[src/cache_pkg.sv]
//==========================================================================
// L1 data cache shared definitions
// Geometry of the 8 KB four-way cache, the address field types and the
// request and response layouts of the L2 channel
//==========================================================================
`default_nettype none

package cache_pkg;

	// 4 ways of 32 sets, 64-byte lines, 8 KB in total
	localparam int num_ways = 4;
	localparam int num_sets = 32;

	// one outstanding load miss per strand
	localparam int num_strands = 4;

	// a line is 512 bits, with one byte-enable bit per byte on the L2 channel
	localparam int line_bits = 512;
	localparam int line_bytes = line_bits / 8;

	// number of this core unit on the shared L2 channel
	localparam logic [1:0] unit_id = 2'd1;

	// L2 operation codes, only the load is issued by this cache
	localparam logic [1:0] op_load = 2'd0;

	// address layout: [31:11] tag, [10:6] set index, [5:0] byte offset
	typedef logic [31:0] addr_t;
	typedef logic [20:0] tag_t;
	typedef logic [4:0] set_t;
	typedef logic [1:0] way_t;
	typedef logic [1:0] strand_t;
	typedef logic [num_strands-1:0] strand_mask_t;
	typedef logic [line_bits-1:0] line_t;

	// tag and set together name a line on the L2 channel
	typedef logic [25:0] line_addr_t;

	// request to the L2, held stable while valid until acknowledged
	typedef struct packed {
		logic [1:0] unit;
		strand_t strand;
		logic [1:0] op;
		way_t way;
		line_addr_t address;
		line_t data;
		logic [line_bytes-1:0] mask;
	} l2_req_t;

	// response from the L2, valid for a single cycle with no back-pressure
	// way and strand echo the values carried in the matching request
	typedef struct packed {
		logic valid;
		logic [1:0] unit;
		strand_t strand;
		logic [1:0] op;
		logic update;
		way_t way;
		line_t data;
	} l2_resp_t;

endpackage

`default_nettype wire

[src/cache_lru.sv]
//==========================================================================
// L1 data cache replacement
// Tree pseudo-LRU with three bits per set, giving the victim way of the
// latched request's set and marking a way most recently used
//==========================================================================
`timescale 1ns/1ps
`default_nettype none

module cache_lru
(
	input wire logic clk,
	input wire logic reset_i,
	input wire cache_pkg::set_t set_i,
	input wire logic update_i,
	input wire cache_pkg::way_t new_mru_way_i,
	output cache_pkg::way_t victim_way_o
);
	import cache_pkg::*;

	// bit 0 is the root and picks a half, bit 1 picks within ways 0 and 1,
	// bit 2 picks within ways 2 and 3, a zero bit always points left
	typedef logic [2:0] lru_tree_t;

	lru_tree_t lru_bits [num_sets];
	lru_tree_t cur_bits;
	lru_tree_t new_bits;

	always_comb
	begin
		cur_bits = lru_bits[set_i];

		// walk the tree to the least recently used leaf
		if (cur_bits[0])
			victim_way_o = {1'b1, cur_bits[2]};
		else
			victim_way_o = {1'b0, cur_bits[1]};

		// point every bit on the new MRU way's path away from it
		new_bits = cur_bits;
		new_bits[0] = !new_mru_way_i[1];
		if (new_mru_way_i[1])
			new_bits[2] = !new_mru_way_i[0];
		else
			new_bits[1] = !new_mru_way_i[0];
	end

	always_ff @(posedge clk)
	begin
		if (reset_i)
		begin
			for (int s = 0; s < num_sets; s++)
				lru_bits[s] <= '0;
		end
		else if (update_i)
			lru_bits[set_i] <= new_bits;
	end

	// a way just made MRU is never the next victim of that same set
	a_mru_not_victim: assert property (@(posedge clk) disable iff (reset_i)
		update_i |=> set_i != $past(set_i) || victim_way_o != $past(new_mru_way_i))
		else $error("most recently used way chosen as victim");

endmodule

`default_nettype wire

[config.mk]
export PLATFORM = sky130hd
export DESIGN_NAME = cache_lru
export DESIGN_NICKNAME = d
export VERILOG_FILES = /design/src/cache_pkg.sv /design/src/cache_lru.sv
export SDC_FILE = /design/constraint.sdc
export NUM_CORES = 1
export LEC_CHECK = 0
export ABC_CLOCK_PERIOD_IN_PS = 7000
export BUFFER_PORTS_ARGS = -buffer_cell sky130_fd_sc_hd__buf_2
export CAP_MARGIN = 25
export CORE_MARGIN = 4
export CORE_UTILIZATION = 51
export CTS_CLUSTER_SIZE = 12
export DETAILED_ROUTE_END_ITERATION = 10
export PLACE_DENSITY = 0.63
export SLEW_MARGIN = 20
export SYNTH_ARGS = -nofsm -noshare
export SYNTH_HDL_FRONTEND = slang
export SYNTH_SLANG_ARGS = --single-unit
[constraint.sdc]
create_clock -name clk -period 7 [get_ports clk]
set_clock_uncertainty 0.15 [all_clocks]
set_input_delay 1.75 -clock clk [delete_from_list [all_inputs] [get_ports clk]]
set_output_delay 1.75 -clock clk [all_outputs]
set_load 0.02 [all_outputs]
==> flow_summary_export.csv <==
group,metric,value,unit
run_status,status,"finished, final reports clean",
floorplan,io-pin-count,12,
synthesis,synth_fp_nets,422,
timing,setup_viol,0,
detailed_routing,drtIter0Drc,264,
cts,cts_resized,0,
synthesis,netlist_instances,412,
cts,clock_tree.root_cell,"clkbuf_8",
worst_setup_path,setup.worst_path.start_class,"primary input",
floorplan,design.die.area,11800,µm²
worst_setup_path,crit_fanout,37,
power_and_ir_drop,combPwrFrac,0.113,
global_route,grt_pass1_vias,3249,
timing,fmax,0.174,GHz
power_and_ir_drop,p_int,896,µW
synthesis,yosys.cell_count.top_type,"edfxtp_1",
synthesis,synth_cell_type_count,29,
placed_design,dp_hpwl,7.38,mm
worst_setup_path,cpMaxStageDelayCell,"buf_2",
final_layout,drive_gt1_frac,0.242,
synthesis,ys_ff_latch,96,
synthesis,async_flop_share,0,
worst_setup_path,crit_start,"set_i[1]",
timing,finalCritPeriodShare,0.820,
worst_setup_path,cp.required,5.10,ns
cts,path_clk_slew,0.09,ns
timing,worst_slew_pin_slew,1.04,ns
detailed_routing,wl_per_cell,21.7,µm
global_route,antenna_found_initial,0,
timing,hold_viol,0,
cts,insertion_delay,0.37,ns
detailed_routing,routed_wl,11.7,mm
final_layout,largest_reg_flops,96,
detailed_routing,dr.pass1.iters,4,
power_and_ir_drop,clkPwrFrac,0.330,
worst_setup_path,cp_common_cell,"buf_2",
worst_setup_path,crit_type,"in2out",
cts,clock_sinks,96,
global_route,grt_pass1_wl,18.7,mm
worst_setup_path,slowest_delay,0.41,ns
final_layout,top_regs,"lru_bits x96",
placed_design,place_congestion,0.803,
floorplan,rows,36,
placed_design,io_buffers,11,
worst_setup_path,end_kind,"output port",
power_and_ir_drop,p_sw,296,µW
global_route,grt_util_all_layers,0.216,
synthesis,yosysWarningCount,0,
floorplan,die_x,109,µm
synthesis,syn_area_per_cell,12.5,µm²
final_layout,diodes,0,
detailed_routing,viasPerCell,5.89,
floorplan,die_h,109,µm
final_layout,regMostFlops,"lru_bits",
global_route,gr-total-overflow,0,
worst_setup_path,cp_top_family,"buffers and inverters",
synthesis,synth_edf_count,96,
power_and_ir_drop,vdd_drop_max,92.1,µV
synthesis,synth.top_cells.by_area,"edfxtp_1, nor3_2, mux2i_1, nand2b_1, o22ai_1",
detailed_routing,drc_errors,0,
synthesis,ys.flop_type,"edfxtp_1",
worst_setup_path,reg2reg_from,"lru_bits[6][1]",
floorplan,start_util,0.526,
detailed_routing,ant_nets,0,
power_and_ir_drop,total_power,1.19,mW
global_route,grt_max_degree,38,
synthesis,synth.top_cell.area_share,0.558,
final_layout,finalNetCount,410,
power_and_ir_drop,netSwitchingFraction,0.248,
timing,max-slew-margin-rel,0.307,
floorplan,design.core.area,9820,µm²
timing,fin_tns_setup,0,ns
power_and_ir_drop,power_frac_seq,0.556,
cts,clock_path_buffers,2,
min_path,hp-class,"reg2reg",
cts,cts_tree,"built",
worst_setup_path,cp.arrival,3.84,ns
synthesis,seq_area_frac_synth,0.558,
worst_setup_path,cp_cell_sequence,"buf_2 > buf_12 > mux2i_1 > o22ai_1 > nor4_1 > nand2_1 > mux2_1 > buf_2",
run,maxCapViolations,0,
timing,drv_slew,0,
detailed_routing,vias,3171,
cts,htree_levels,3,
timing,rsz0062_at_grt,"no",
power_and_ir_drop,p_per_area,217,nW/µm²
synthesis,syn_area,5160,µm²
synthesis,yosysTopAreaCell,"edfxtp_1",
min_path,hold_start,"lru_bits[8][1]",
power_and_ir_drop,leakage,1.87,nW
cts,postCtsSetupBuffers,0,
synthesis,synth_common_cells,"edfxtp_1, nor3_2, mux2i_1, nor2_1, nand2_1",
final_layout,synthToLayoutAreaGrowth,6.23,%
timing,finalCriticalPeriod,5.74,ns
worst_setup_path,path_buf_inv,3,
cts,cts_made_buffers,9,
cts,cts_hold_buf,0,
==> per-layer routing <==
| layer | vias up | track usage | share of wire |
|---|---|---|---|
| met3 | 12 | 0.0409 | 0.054 |
| met2 | 74 | 0.338 | 0.48 |
| met5 | - | 0 | 0 |
| met4 | 0 | 0.0730 | 0.014 |
| li1 | 1508 | - | - |
| met1 | 1577 | 0.303 | 0.45 |
==> per-stage QoR <==
stage	hold WS, ns	worst slack, ns	utilization	instance area (µm²)	instances
floorplan	0.936	1.55	-	5160	412
global placement	1.41	1.28	0.530	5200	519
detailed placement	1.18	1.26	0.532	5220	520
CTS	1.21	1.25	0.553	5430	536
global route	1.24	1.08	0.559	5490	538
finish	1.19	1.26	0.559	5490	538
==> worst min-delay path, delay by kind of cell (launching register included) <==
kind / cells / cell delay [ns]
compound gates: 1 / 0.11
flops: 1 / 0.35
mux: 1 / 0.08
simple gates: 3 / 0.68
==> cells by family after synthesis <==
kind of cell | after synthesis | synth area share
muxes | 49 | 0.0952
buffers and inverters | 39 | 0.0446
and+or+nand+nor | 204 | 0.271
AOI/OAI and AO/OA | 24 | 0.0315
DFF | 96 | 0.558
==> layout make-up <==
cell class	instances	area, µm²
repair buffers	16	158
multi-input cells	277	2070
clock inverters	6	83.8
well taps	133	166
flip-flops and latches	96	2880
fillers	855	4330
clock buffers	10	128
==> power by group through the flow <==
stage	clock network [mW]	registers, mW	logic, mW
final	0.394	0.663	0.135
after global routing	0.424	0.665	0.145
after CTS	0.396	0.664	0.129
after detailed placement	0	0.677	0.129
after global placement	0	0.677	0.124
after floorplan	0	0.672	0.102
==> cell usage in the layout (no fill, tap or decap), types with 5 or more instances in the layout <==
| cell | instances |
|---|---|
| buf_2 | 11 |
| clkbuf_8 | 9 |
| edfxtp_1 | 96 |
| mux2i_1 | 48 |
| nand2_1 | 33 |
| nand2b_1 | 32 |
| nor2_1 | 35 |
| nor3_1 | 5 |
| nor3_2 | 60 |
| nor4_1 | 6 |
| o22ai_1 | 22 |
==> worst paths after layout <==
path / endpoint / slack (ns) / depth (start not counted)
max: victim_way_o[0] / 1.26 / 8
min: lru_bits[2][1] / 1.19 / 5
min reg2reg: lru_bits[2][1] / 1.19 / 5
max reg2reg: lru_bits[11][1] / 4.49 / 6
No activity file was read; power rests on OpenSTA's default activity.
