**src/cache_pkg.sv**
```systemverilog
//==========================================================================
// L1 data cache shared definitions
// Geometry of the 8 KB four-way cache, the address field types and the
// request and response layouts of the L2 channel
//==========================================================================
`default_nettype none

package cache_pkg;

	// 4 ways of 32 sets, 64-byte lines, 8 KB in total
	localparam int num_ways = 4;
	localparam int num_sets = 32;

	// one outstanding load miss per strand
	localparam int num_strands = 4;

	// a line is 512 bits, with one byte-enable bit per byte on the L2 channel
	localparam int line_bits = 512;
	localparam int line_bytes = line_bits / 8;

	// number of this core unit on the shared L2 channel
	localparam logic [1:0] unit_id = 2'd1;

	// L2 operation codes, only the load is issued by this cache
	localparam logic [1:0] op_load = 2'd0;

	// address layout: [31:11] tag, [10:6] set index, [5:0] byte offset
	typedef logic [31:0] addr_t;
	typedef logic [20:0] tag_t;
	typedef logic [4:0] set_t;
	typedef logic [1:0] way_t;
	typedef logic [1:0] strand_t;
	typedef logic [num_strands-1:0] strand_mask_t;
	typedef logic [line_bits-1:0] line_t;

	// tag and set together name a line on the L2 channel
	typedef logic [25:0] line_addr_t;

	// request to the L2, held stable while valid until acknowledged
	typedef struct packed {
		logic [1:0] unit;
		strand_t strand;
		logic [1:0] op;
		way_t way;
		line_addr_t address;
		line_t data;
		logic [line_bytes-1:0] mask;
	} l2_req_t;

	// response from the L2, valid for a single cycle with no back-pressure
	// way and strand echo the values carried in the matching request
	typedef struct packed {
		logic valid;
		logic [1:0] unit;
		strand_t strand;
		logic [1:0] op;
		logic update;
		way_t way;
		line_t data;
	} l2_resp_t;

endpackage

`default_nettype wire

```
**src/cache_tag_mem.sv**
```systemverilog
//==========================================================================
// L1 data cache tag memory
// Tag and valid arrays for four ways, read in parallel and compared with
// the latched request tag to give hit and hit way one cycle later
//==========================================================================
`timescale 1ns/1ps
`default_nettype none

module cache_tag_mem
(
	input wire logic clk,
	input wire logic reset_i,
	input wire logic access_i,
	input wire cache_pkg::set_t request_set_i,
	input wire cache_pkg::tag_t request_tag_i,
	input wire logic update_i,
	input wire cache_pkg::way_t update_way_i,
	input wire cache_pkg::set_t update_set_i,
	input wire cache_pkg::tag_t update_tag_i,
	output logic cache_hit_o,
	output cache_pkg::way_t hit_way_o
);
	import cache_pkg::*;

	// one tag array and one valid vector per way
	tag_t tags [num_ways][num_sets];
	logic [num_sets-1:0] valid [num_ways];

	// registered read of the requested set and the tag it is compared against
	tag_t tag_rd [num_ways];
	logic [num_ways-1:0] valid_rd;
	tag_t request_tag_latched;
	logic access_latched;
	logic [num_ways-1:0] way_match;

	// tag storage has no reset, only the valid bits say whether a tag counts
	always_ff @(posedge clk)
	begin
		if (update_i)
			tags[update_way_i][update_set_i] <= update_tag_i;
		// a fill at this edge is not seen by the read at the same edge
		for (int w = 0; w < num_ways; w++)
		begin
			tag_rd[w] <= tags[w][request_set_i];
			valid_rd[w] <= valid[w][request_set_i];
		end
		request_tag_latched <= request_tag_i;
	end

	always_ff @(posedge clk)
	begin
		if (reset_i)
		begin
			for (int w = 0; w < num_ways; w++)
				valid[w] <= '0;
			access_latched <= 1'b0;
		end
		else
		begin
			access_latched <= access_i;
			// completing loads mark their line valid in the victim way
			if (update_i)
				valid[update_way_i][update_set_i] <= 1'b1;
		end
	end

	// compare all four ways at once, at most one of them should match
	always_comb
	begin
		hit_way_o = '0;
		for (int w = 0; w < num_ways; w++)
		begin
			way_match[w] = valid_rd[w] && tag_rd[w] == request_tag_latched;
			if (way_match[w])
				hit_way_o = way_t'(w);
		end
		cache_hit_o = access_latched && |way_match;
	end

	// the miss queue and collision logic must never load one line into two ways
	a_single_way: assert property (@(posedge clk) disable iff (reset_i)
		access_latched |-> $onehot0(way_match))
		else $error("line resident in more than one way");

endmodule

`default_nettype wire

```
**config.mk**
```make
export PLATFORM = sky130hd
export DESIGN_NAME = cache_tag_mem
export DESIGN_NICKNAME = d
export VERILOG_FILES = /design/src/cache_pkg.sv /design/src/cache_tag_mem.sv
export SDC_FILE = /design/constraint.sdc
export NUM_CORES = 2
export LEC_CHECK = 0
export BUFFER_PORTS_ARGS = -buffer_cell sky130_fd_sc_hd__buf_2
export CAP_MARGIN = 40
export CORE_UTILIZATION = 45
export CTS_CLUSTER_SIZE = 30
export DETAILED_ROUTE_END_ITERATION = 10
export PLACE_DENSITY = 0.69
export SLEW_MARGIN = 20
export SYNTH_ARGS = -nofsm -noshare
export SYNTH_HDL_FRONTEND = slang
export SYNTH_SLANG_ARGS = --single-unit
```
**constraint.sdc**
```tcl
create_clock -name clk -period 2.3 [get_ports clk]
set_input_delay 0 -clock clk [delete_from_list [all_inputs] [get_ports clk]]
set_output_delay 0 -clock clk [all_outputs]
set_load 0.01 [all_outputs]
```
==> impl_metrics.tcl <==
set metrics [dict create \
    hold_violations 0 \
    place_hpwl_um 168000 \
    reg2reg_depth 6 \
    core_um2 247000 \
    syn2layout_area_growth_pct 17.0 \
    io_pins 61 \
    rows 182 \
    path_max_fanout 4 \
    finalCritPeriodShare 1.23 \
    leakage_nw 41.5 \
    synthesis.area_um2 112000 \
    vias 55100 \
    synth_edf_count 2816 \
    start_util 0.454 \
    clk_pin_slew_ns 0.06 \
    postRouteAntennaNets 0 \
    die_x_um 501 \
    critPathArrivalTime_ns 2.83 \
    grt_max_degree 129 \
    drc 0 \
    postSynthCellCount 5141 \
    die_area_um2 251000 \
    pre_cts_slack_ns -0.0926 \
    grt_pass1_vias 55100 \
    p_per_area_nw_per_um2 861 \
    finalSetupViolCount 3 \
    io_buffers 60 \
    wl_met2_um 136000 \
    antenna_found_initial 9 \
    hold_path.class "in2reg" \
    synth_nets 5199 \
    drt_pass1_iterations 6 \
    max_freq_ghz 0.354 \
    cts.sinks 2926 \
    cts_tree "done" \
    gr-usage-all-layers 0.224 \
    irDropWorstVdd_mv 0.536 \
    whs_path_depth 2 \
    wire_per_inst_um 30.4 \
    ys_types 41 \
    critPathLaunchType "register" \
    wl_um 281000 \
    dr_wl_met3_um 25400 \
    holdWs_ns 0.0324 \
    cts_root_buffer "clkbuf_16" \
    wl_met1_um 109000 \
    fp.dieH_um 501 \
    finalNetCount 5746 \
    h-tree-depth 5 \
    grt-ovfl-total 0 \
    clock_skew_ns 0.0845 \
    clk_latency_ns 0.97 \
    avgSynthCellArea_um2 21.8 \
    synth-seq-area-share 0.776 \
    required_ns 2.30 \
    cp-end-kind "output pin" \
    slew_headroom 0.423 \
    finalMaxSlewViolations 0 \
    finalWorstSetupSlack_ns -0.526 \
    fin_util 0.531 \
    worst_pin_slew_ns 0.865 \
    total_power_w 0.113 \
    gp_congestion 0.860 \
    yosysWarnings 0 \
    cts_inserted_buffers 302 \
    post-route-min-period_ns 2.83 \
    violations "negative setup slack" \
    ys.flop_type "edfxtp_1" \
    vias_per_cell 5.98 \
    synth-async-reset-ratio 0 \
    drive_gt1_frac 0.309 \
    drt_iter0_drc 7019 \
    clock_path_buffers 4 \
    status "complete, but fails checks" \
    cap_violations 0 \
    grt_first_pass_wirelength_um 400000 \
    path_class "reg2out" \
    top_layer "met5" \
    ys_ff_latch 2926 \
    rsz0062_at_grt "yes" \
]
==> synthesized netlist by cell type, drive strengths merged, types with 62 or more instances <==
| cell | instances | share of area |
|---|---|---|
| a22oi | 119 | 0.0080 |
| nand2 | 70 | 0.0023 |
| xnor2 | 68 | 0.0053 |
| mux2 | 62 | 0.0062 |
| buf | 197 | 0.010 |
| mux4 | 673 | 0.14 |
| clkbuf | 119 | 0.0040 |
| nor2 | 290 | 0.0097 |
| or2 | 114 | 0.0064 |
| mux2i | 145 | 0.013 |
| edfxtp | 2816 | 0.76 |
| dfxtp | 110 | 0.020 |
==> metal layers <==
| metal | global-route usage | up-vias |
|---|---|---|
| li1 | - | 22500 |
| met1 | 0.301 | 29400 |
| met2 | 0.359 | 2726 |
| met3 | 0.0499 | 428 |
| met4 | 0.0788 | 6 |
| met5 | 0 | - |
==> path summary, 6_finish.rpt <==
path	endpoint	slack [ns]	startpoint
setup / recovery	cache_hit_o	-0.53	request_tag_latched[11]
hold / removal	tags[2][381]	0.03	update_tag_i[3]
setup reg to reg	tag_rd[3][16]	0.23	tags[3][436]
hold reg to reg	tag_rd[0][18]	0.74	tags[0][627]
==> cell families after synthesis <==
family	after synthesis	share of synthesized area
XOR/XNOR	84	0.00658
AO/OA/AOI/OAI	403	0.0267
buffers and inverters	318	0.0145
AND/OR/NAND/NOR	530	0.0220
flip-flops	2926	0.776
multiplexers	880	0.155
==> cell usage in the layout, fill, tap and decap left out, types with 40 or more instances in the layout <==
cell type / netlist / final
mux4_2: 673 / 673
edfxtp_1: 2816 / 2816
clkinv_2: 0 / 40
a22o_1: 57 / 57
buf_12: 0 / 160
a221oi_1: 57 / 57
nand2_1: 70 / 67
clkbuf_16: 0 / 306
buf_4: 27 / 268
mux2_2: 62 / 62
or2_1: 100 / 99
nor2_2: 0 / 133
a21oi_1: 57 / 57
a22oi_1: 119 / 119
dlygate4sd3_1: 0 / 89
nor2_1: 290 / 156
xnor2_1: 68 / 63
mux2i_1: 145 / 145
clkinv_1: 0 / 43
dfxtp_1: 110 / 80
clkbuf_1: 119 / 72
==> area by class of cell <==
class | instances | area, um^2
Timing Repair Buffer | 559 | 6430
Clock buffer | 407 | 8330
Tap cell | 3312 | 4140
Inverter | 2 | 7.51
Antenna cell | 3 | 7.51
Multi-Input combinational cell | 1897 | 23900
Sequential cell | 2926 | 86800
Fill cell | 18400 | 116000
Clock inverter | 122 | 1210
==> worst max-delay path: stages, from the launching register on <==
cell     delay [ns]
dfxtp_4        0.49
xnor2_2        0.14
nand4_1        0.10
nor4_2         0.35
nand4_1        0.23
a41oi_2        0.27
buf_6          0.17
buf_6          0.11
==> where the power goes <==
group          switching, W  internal (W)  leakage [nW]  total (W)
Combinational       0.00343       0.00245          10.5    0.00589
Sequential         0.000479        0.0589          26.3     0.0594
Clock                0.0196        0.0279          4.67     0.0475
Total                0.0235        0.0893          41.5      0.113
==> sequential cells by signal, indices dropped and copies added, names as in the netlist <==
register,flops
valid,128
access_latched,1
request_tag_latched,21
tags,2688
valid_rd,4
tag_rd,84
==> stage by stage <==
stage          instance area, um^2  cells  TNS [ns]
2_1_floorplan               112000   5141         0
3_3_place_gp                120000   8597    -63.66
3_5_place_dp                120000   8599    -0.140
4_1_cts                     131000   9219     -1.41
5_1_grt                     131000   9226     -1.61
6_report                    131000   9228     -1.43
==> repair_timing <==
action | in CTS | in global routing
resized for setup | 54 | 15
buffers inserted | 1 | 2
setup endpoints to repair | 3 | 9
pin swaps | 10 | 5
endpoints found under the hold margin | 3015 | 0
hold buffers | 90 | 0
(Power assumes the default switching activity.)
