## config.mk

```make
export PLATFORM = sky130hd
export DESIGN_NAME = load_miss_queue
export DESIGN_NICKNAME = d
export VERILOG_FILES = /design/src/cache_pkg.sv /design/src/load_miss_queue.sv
export SDC_FILE = /design/constraint.sdc
export NUM_CORES = 1
export LEC_CHECK = 0
export ABC_AREA = 1
export BUFFER_PORTS_ARGS = -buffer_cell sky130_fd_sc_hd__buf_4
export CORE_AREA = 10 10 465 467
export DETAILED_ROUTE_END_ITERATION = 8
export DIE_AREA = 0 0 475 477
export GPL_TIMING_DRIVEN = 0
export HOLD_SLACK_MARGIN = 0.06
export PLACE_DENSITY_LB_ADDON = 0.08
export SLEW_MARGIN = 20
export SYNTH_ARGS = -nofsm -noshare
export SYNTH_HDL_FRONTEND = slang
export SYNTH_SLANG_ARGS = --single-unit
```

## constraint.sdc

```tcl
create_clock -name clk -period 6.5 [get_ports clk]
set_input_delay 0.325 -clock clk [delete_from_list [all_inputs] [get_ports clk]]
set_output_delay 0.325 -clock clk [all_outputs]
set_load 0.02 [all_outputs]
```

## src/cache_pkg.sv

```systemverilog
//==========================================================================
// L1 data cache shared definitions
// Geometry of the 8 KB four-way cache, the address field types and the
// request and response layouts of the L2 channel
//==========================================================================
`default_nettype none

package cache_pkg;

	// 4 ways of 32 sets, 64-byte lines, 8 KB in total
	localparam int num_ways = 4;
	localparam int num_sets = 32;

	// one outstanding load miss per strand
	localparam int num_strands = 4;

	// a line is 512 bits, with one byte-enable bit per byte on the L2 channel
	localparam int line_bits = 512;
	localparam int line_bytes = line_bits / 8;

	// number of this core unit on the shared L2 channel
	localparam logic [1:0] unit_id = 2'd1;

	// L2 operation codes, only the load is issued by this cache
	localparam logic [1:0] op_load = 2'd0;

	// address layout: [31:11] tag, [10:6] set index, [5:0] byte offset
	typedef logic [31:0] addr_t;
	typedef logic [20:0] tag_t;
	typedef logic [4:0] set_t;
	typedef logic [1:0] way_t;
	typedef logic [1:0] strand_t;
	typedef logic [num_strands-1:0] strand_mask_t;
	typedef logic [line_bits-1:0] line_t;

	// tag and set together name a line on the L2 channel
	typedef logic [25:0] line_addr_t;

	// request to the L2, held stable while valid until acknowledged
	typedef struct packed {
		logic [1:0] unit;
		strand_t strand;
		logic [1:0] op;
		way_t way;
		line_addr_t address;
		line_t data;
		logic [line_bytes-1:0] mask;
	} l2_req_t;

	// response from the L2, valid for a single cycle with no back-pressure
	// way and strand echo the values carried in the matching request
	typedef struct packed {
		logic valid;
		logic [1:0] unit;
		strand_t strand;
		logic [1:0] op;
		logic update;
		way_t way;
		line_t data;
	} l2_resp_t;

endpackage

`default_nettype wire

```

## src/load_miss_queue.sv

```systemverilog
//==========================================================================
// L1 data cache load miss queue
// One entry per strand, merging of misses to a pending line, round-robin
// issue on the L2 request channel and completion on the L2 response
//==========================================================================
`timescale 1ns/1ps
`default_nettype none

module load_miss_queue
(
	input wire logic clk,
	input wire logic reset_i,
	input wire logic request_i,
	input wire cache_pkg::tag_t tag_i,
	input wire cache_pkg::set_t set_i,
	input wire cache_pkg::way_t victim_way_i,
	input wire cache_pkg::strand_t strand_i,
	input wire logic l2_ack_i,
	input wire cache_pkg::l2_resp_t l2_resp_i,
	output cache_pkg::strand_mask_t load_complete_strands_o,
	output cache_pkg::set_t load_complete_set_o,
	output cache_pkg::tag_t load_complete_tag_o,
	output cache_pkg::way_t load_complete_way_o,
	output logic l2_req_valid_o,
	output cache_pkg::l2_req_t l2_req_o
);
	import cache_pkg::*;

	// a line being fetched and every strand that waits on it
	typedef struct packed {
		logic valid;
		logic issued;
		strand_mask_t waiting;
		tag_t tag;
		set_t set;
		way_t way;
	} lmq_entry_t;

	lmq_entry_t entries [num_strands];
	strand_t issue_ptr;
	strand_t ptr_next;
	logic merge_hit;
	strand_t merge_idx;
	logic resp_match;
	logic [num_strands-1:0] pending;
	logic [num_strands-1:0] pending_next;

	// a miss to a line that is already pending joins that entry
	always_comb
	begin
		merge_hit = 1'b0;
		merge_idx = strand_i;
		for (int i = 0; i < num_strands; i++)
		begin
			if (entries[i].valid && entries[i].tag == tag_i && entries[i].set == set_i)
			begin
				merge_hit = 1'b1;
				merge_idx = strand_t'(i);
			end
		end
	end

	// the pointer holds while its request waits for ack, otherwise it moves
	// to the nearest entry that will still be waiting after this edge
	always_comb
	begin
		for (int i = 0; i < num_strands; i++)
			pending[i] = entries[i].valid && !entries[i].issued;
		l2_req_valid_o = pending[issue_ptr];

		pending_next = pending;
		if (l2_req_valid_o && l2_ack_i)
			pending_next[issue_ptr] = 1'b0;
		if (request_i && !merge_hit)
			pending_next[strand_i] = 1'b1;

		ptr_next = issue_ptr;
		if (!pending_next[issue_ptr])
		begin
			// search downwards so that the closest entry after the pointer wins
			for (int i = num_strands - 1; i >= 1; i--)
			begin
				if (pending_next[issue_ptr + strand_t'(i)])
					ptr_next = issue_ptr + strand_t'(i);
			end
		end
	end

	// the request is taken straight from the entry under the pointer
	always_comb
	begin
		l2_req_o.unit = unit_id;
		l2_req_o.strand = issue_ptr;
		l2_req_o.op = op_load;
		l2_req_o.way = entries[issue_ptr].way;
		l2_req_o.address = {entries[issue_ptr].tag, entries[issue_ptr].set};
		l2_req_o.data = '0;
		l2_req_o.mask = '0;
	end

	// the response strand is the entry index that was sent with the request
	assign resp_match = l2_resp_i.valid && l2_resp_i.unit == unit_id
		&& l2_resp_i.op == op_load;
	assign load_complete_strands_o = resp_match ? entries[l2_resp_i.strand].waiting : '0;
	assign load_complete_set_o = entries[l2_resp_i.strand].set;
	assign load_complete_tag_o = entries[l2_resp_i.strand].tag;
	assign load_complete_way_o = entries[l2_resp_i.strand].way;

	always_ff @(posedge clk)
	begin
		if (reset_i)
		begin
			for (int i = 0; i < num_strands; i++)
			begin
				entries[i].valid <= 1'b0;
				entries[i].issued <= 1'b0;
				entries[i].waiting <= '0;
			end
			issue_ptr <= '0;
		end
		else
		begin
			issue_ptr <= ptr_next;
			if (l2_req_valid_o && l2_ack_i)
				entries[issue_ptr].issued <= 1'b1;

			// completion is the only thing that frees an entry and its strands
			if (resp_match)
			begin
				entries[l2_resp_i.strand].valid <= 1'b0;
				entries[l2_resp_i.strand].issued <= 1'b0;
				entries[l2_resp_i.strand].waiting <= '0;
			end

			if (request_i)
			begin
				if (merge_hit)
				begin
					entries[merge_idx].waiting <= entries[merge_idx].waiting
						| (strand_mask_t'(1) << strand_i);
				end
				else
				begin
					entries[strand_i].valid <= 1'b1;
					entries[strand_i].issued <= 1'b0;
					entries[strand_i].waiting <= strand_mask_t'(1) << strand_i;
					entries[strand_i].tag <= tag_i;
					entries[strand_i].set <= set_i;
					entries[strand_i].way <= victim_way_i;
				end
			end
		end
	end

	// the L2 only answers requests it has acknowledged
	a_resp_issued: assert property (@(posedge clk) disable iff (reset_i)
		resp_match |-> entries[l2_resp_i.strand].issued)
		else $error("L2 response for an entry that was never issued");

	// once raised, a request stays put until the L2 takes it
	a_req_stable: assert property (@(posedge clk) disable iff (reset_i)
		l2_req_valid_o && !l2_ack_i |=> l2_req_valid_o && $stable(l2_req_o))
		else $error("L2 request changed before acknowledge");

endmodule

`default_nettype wire

```

==> metrics.cfg <==
[critical_path]
crit_type=flip-flop to output port
end_kind=output port
path_delay_family=buffers and inverters
crit_required_ns=6.17
cp_slowest_stage_delay_ns=0.84
crit_top_cell=clkbuf_1
cp_slowest_cell=clkbuf_1
startpoint_type=flip-flop
cp.arrival_ns=3.58
critical_path.max_fanout=10
cp_num_buf_inv=5
path_cells=clkbuf_1 > inv_1 > clkbuf_1 > clkbuf_1 > nand2_1 > a21oi_1 > buf_4

[clock_network]
hold_buffers=0
clock_latency_ns=0.49
cts_tree=built
cts_buffers=17
cts.htree.levels=4
post_cts_buffers=0
ctsResizeCount=0
clk_pin_slew_worst_paths_ns=0.07
cts_sinks=140
clockRootBuffer=clkbuf_16
cts_max_path_buffers=2

[logic_synthesis]
seq_area_frac_synth_pct=32.4
synth_warnings=0
synth_flop_cell=edfxtp_1
yosys-top-cells-area=buf_4, edfxtp_1, nand2_1
netlist_instances=1608
async_reset_ff_share_pct=0
synth-simple-area-share_pct=15.8
synth_top_family_by_area=buffers and inverters
netlist.area_leader.share_pct=34.3
yosys.area_share.xor_xnor_pct=2.68
ys_seq_elements=140
synth-compound-area-share_pct=9.32
synthMuxAreaShare_pct=0
synth_cell_types=40
synth_top_cell_by_area=buf_4
synth-edff-count=132
synth_area_per_cell_um2=7.92
syn_area_um2=12700
synth_adder_area_share_pct=0.393

[die]
die_h_um=477
die_area_um2=227000
core_area_um2=206000
start_util_pct=6.17
num_rows=167
die_w_um=475
io_pins=1199

[global_routing]
grt_max_degree=17
antenna_found_initial=13
first_global_vias=10500
grt_pass1_wl_um=95600
grt.overflow.total=0
track_usage_pct=6.12

[sta]
worst_slew_pin_slew_ns=1.13
fin_crit_sh_pct=60.1
rsz0062_at_grt=false
maxSlewHeadroom_pct=24.9
finalSetupViolations=0
maxSlewViolCount=0
layout_min_cycle_time_ns=3.91
max_freq_ghz=0.256
finalHoldViolations=0
skew_ns=0.0120
tns_ns=0

[route]
final_antenna_net_count=0
firstDrtPassIters=4
drtIter0Drc=537
wire_per_inst_um=14.7
routed-via-count=10700
route.detailed.drc=0
routed_wl_um=73800
via_per_inst=2.12

[finish]
n_fill_cell=24200
drive_above_1_share_pct=34.1
areaGrowthSynthToFinish_pct=55.7
layout.nets=2869

[pwr]
power_density_nw_per_um2=201
finalPower_w=0.00399
peakVddDrop_v=0.000221
leakagePower_nw=9.40

[placed_design]
gp_congestion=0.698
portBuffers=96
place_hpwl_um=62800

[flow_run]
max-cap-violations=0

[worst_hold_path]
min-delay-path-class=primary input to flip-flop

[status]
status=finished clean

cells in the final DEF, fill, tap and decap left out, types with 22 or more instances in the layout:
cell	count
buf_4	677
conb_1	580
nand2_1	254
nor2_1	137
edfxtp_1	132
inv_1	92
a21oi_1	55
o21ai_0	52
a22oi_1	43
nand3_1	42
inv_2	33
xnor2_1	28
clkbuf_1	22
sequential cells by signal, indices dropped and copies added, names as in the netlist, named ones only:
signal and count:
entries 136, issue_ptr 2
path summary, 6_finish.rpt:
path	endpoint	depth (start not counted)	slack, ns	start
min	entries[0][0]$_DFFE_PP_	3	0.26	victim_way_i[0]
max	l2_req_o[597]	7	2.59	flip-flop
min reg2reg	entries[2][32]$_DFF_P_	2	0.48	entries[2][32]$_DFF_P_
max reg2reg	entries[2][15]$_DFFE_PP_	14	3.05	entries[0][14]$_DFFE_PP_
per-layer routing:
layer,vias up,part of all wire (%),track usage (%)
li1,5417,-,-
met2,531,47,10.5
met4,6,1.4,1.22
met1,4671,42,7.27
met5,-,0.046,0
met3,55,9.6,2.24
worst register-to-register path: cells and delay by family (launching register included):
family / cells / cell delay (ns)
DFF: 1 / 0.48
buffers and inverters: 4 / 1.17
xor gates and xnor gates: 1 / 0.26
and+or+nand+nor: 9 / 1.27
cell usage after synthesis (2+ instances only):
library cell / number
a21oi_1: 55
a221o_1: 2
a22oi_1: 43
buf_1: 2
buf_2: 11
buf_4: 581
clkbuf_1: 27
clkinv_1: 4
conb_1: 2
dfxtp_1: 8
edfxtp_1: 132
ha_1: 4
inv_1: 92
inv_2: 33
nand2_1: 254
nand2_2: 6
nand3_1: 42
nand3_2: 5
nand4_1: 7
nor2_1: 141
nor2_2: 5
nor2_4: 4
nor2_8: 2
o211ai_1: 9
o21ai_0: 52
o21ai_1: 13
o221ai_1: 3
o22ai_1: 19
or2_0: 2
xnor2_1: 28
xor2_1: 11
report_power, final:
group | switching [W] | internal (W) | total, W
registers | 0.0000469 | 0.00103 | 0.00108
clock network | 0.000442 | 0.000593 | 0.00103
logic | 0.00129 | 0.000582 | 0.00188
total | 0.00178 | 0.00220 | 0.00399
logic make-up (layout without fill, tap and decap cells):
logic type / after synthesis / count (layout)
flops: 140 / 140
simple gates: 474 / 474
xor+xnor: 39 / 39
other cells: 2 / 581
buf+inv: 750 / 886
compound gates: 199 / 199
fa+ha+maj: 4 / 4
cell type report:
type                            instances  area, um2  area share [%]
Antenna cell                            1       2.50          0.0126
Inverter                              129        484            2.44
Timing Repair Buffer                  104        918            4.63
Sequential cell                       140       4120            20.8
Buffer                                621       4530            22.9
Clock inverter                         15        154           0.777
Multi-Input combinational cell       1296       5790            29.2
Clock buffer                           17        425            2.15
Tap cell                             2704       3380            17.1
per-stage QoR:
| stage | setup slack (ns) | hold WS [ns] | cell area [um2] | util [%] | std cells |
|---|---|---|---|---|---|
| floorplan | 3.38 | 0.452 | 14900 | - | 2186 |
| global placement | 0.171 | 0.475 | 19000 | 9.20 | 4986 |
| detailed placement | 2.78 | 0.475 | 19200 | 9.32 | 4994 |
| CTS | 2.23 | 0.230 | 19800 | 9.60 | 5026 |
| global route | 2.28 | 0.255 | 19800 | 9.60 | 5027 |
| finish | 2.59 | 0.259 | 19800 | 9.60 | 5027 |
(Power assumes the default switching activity.)
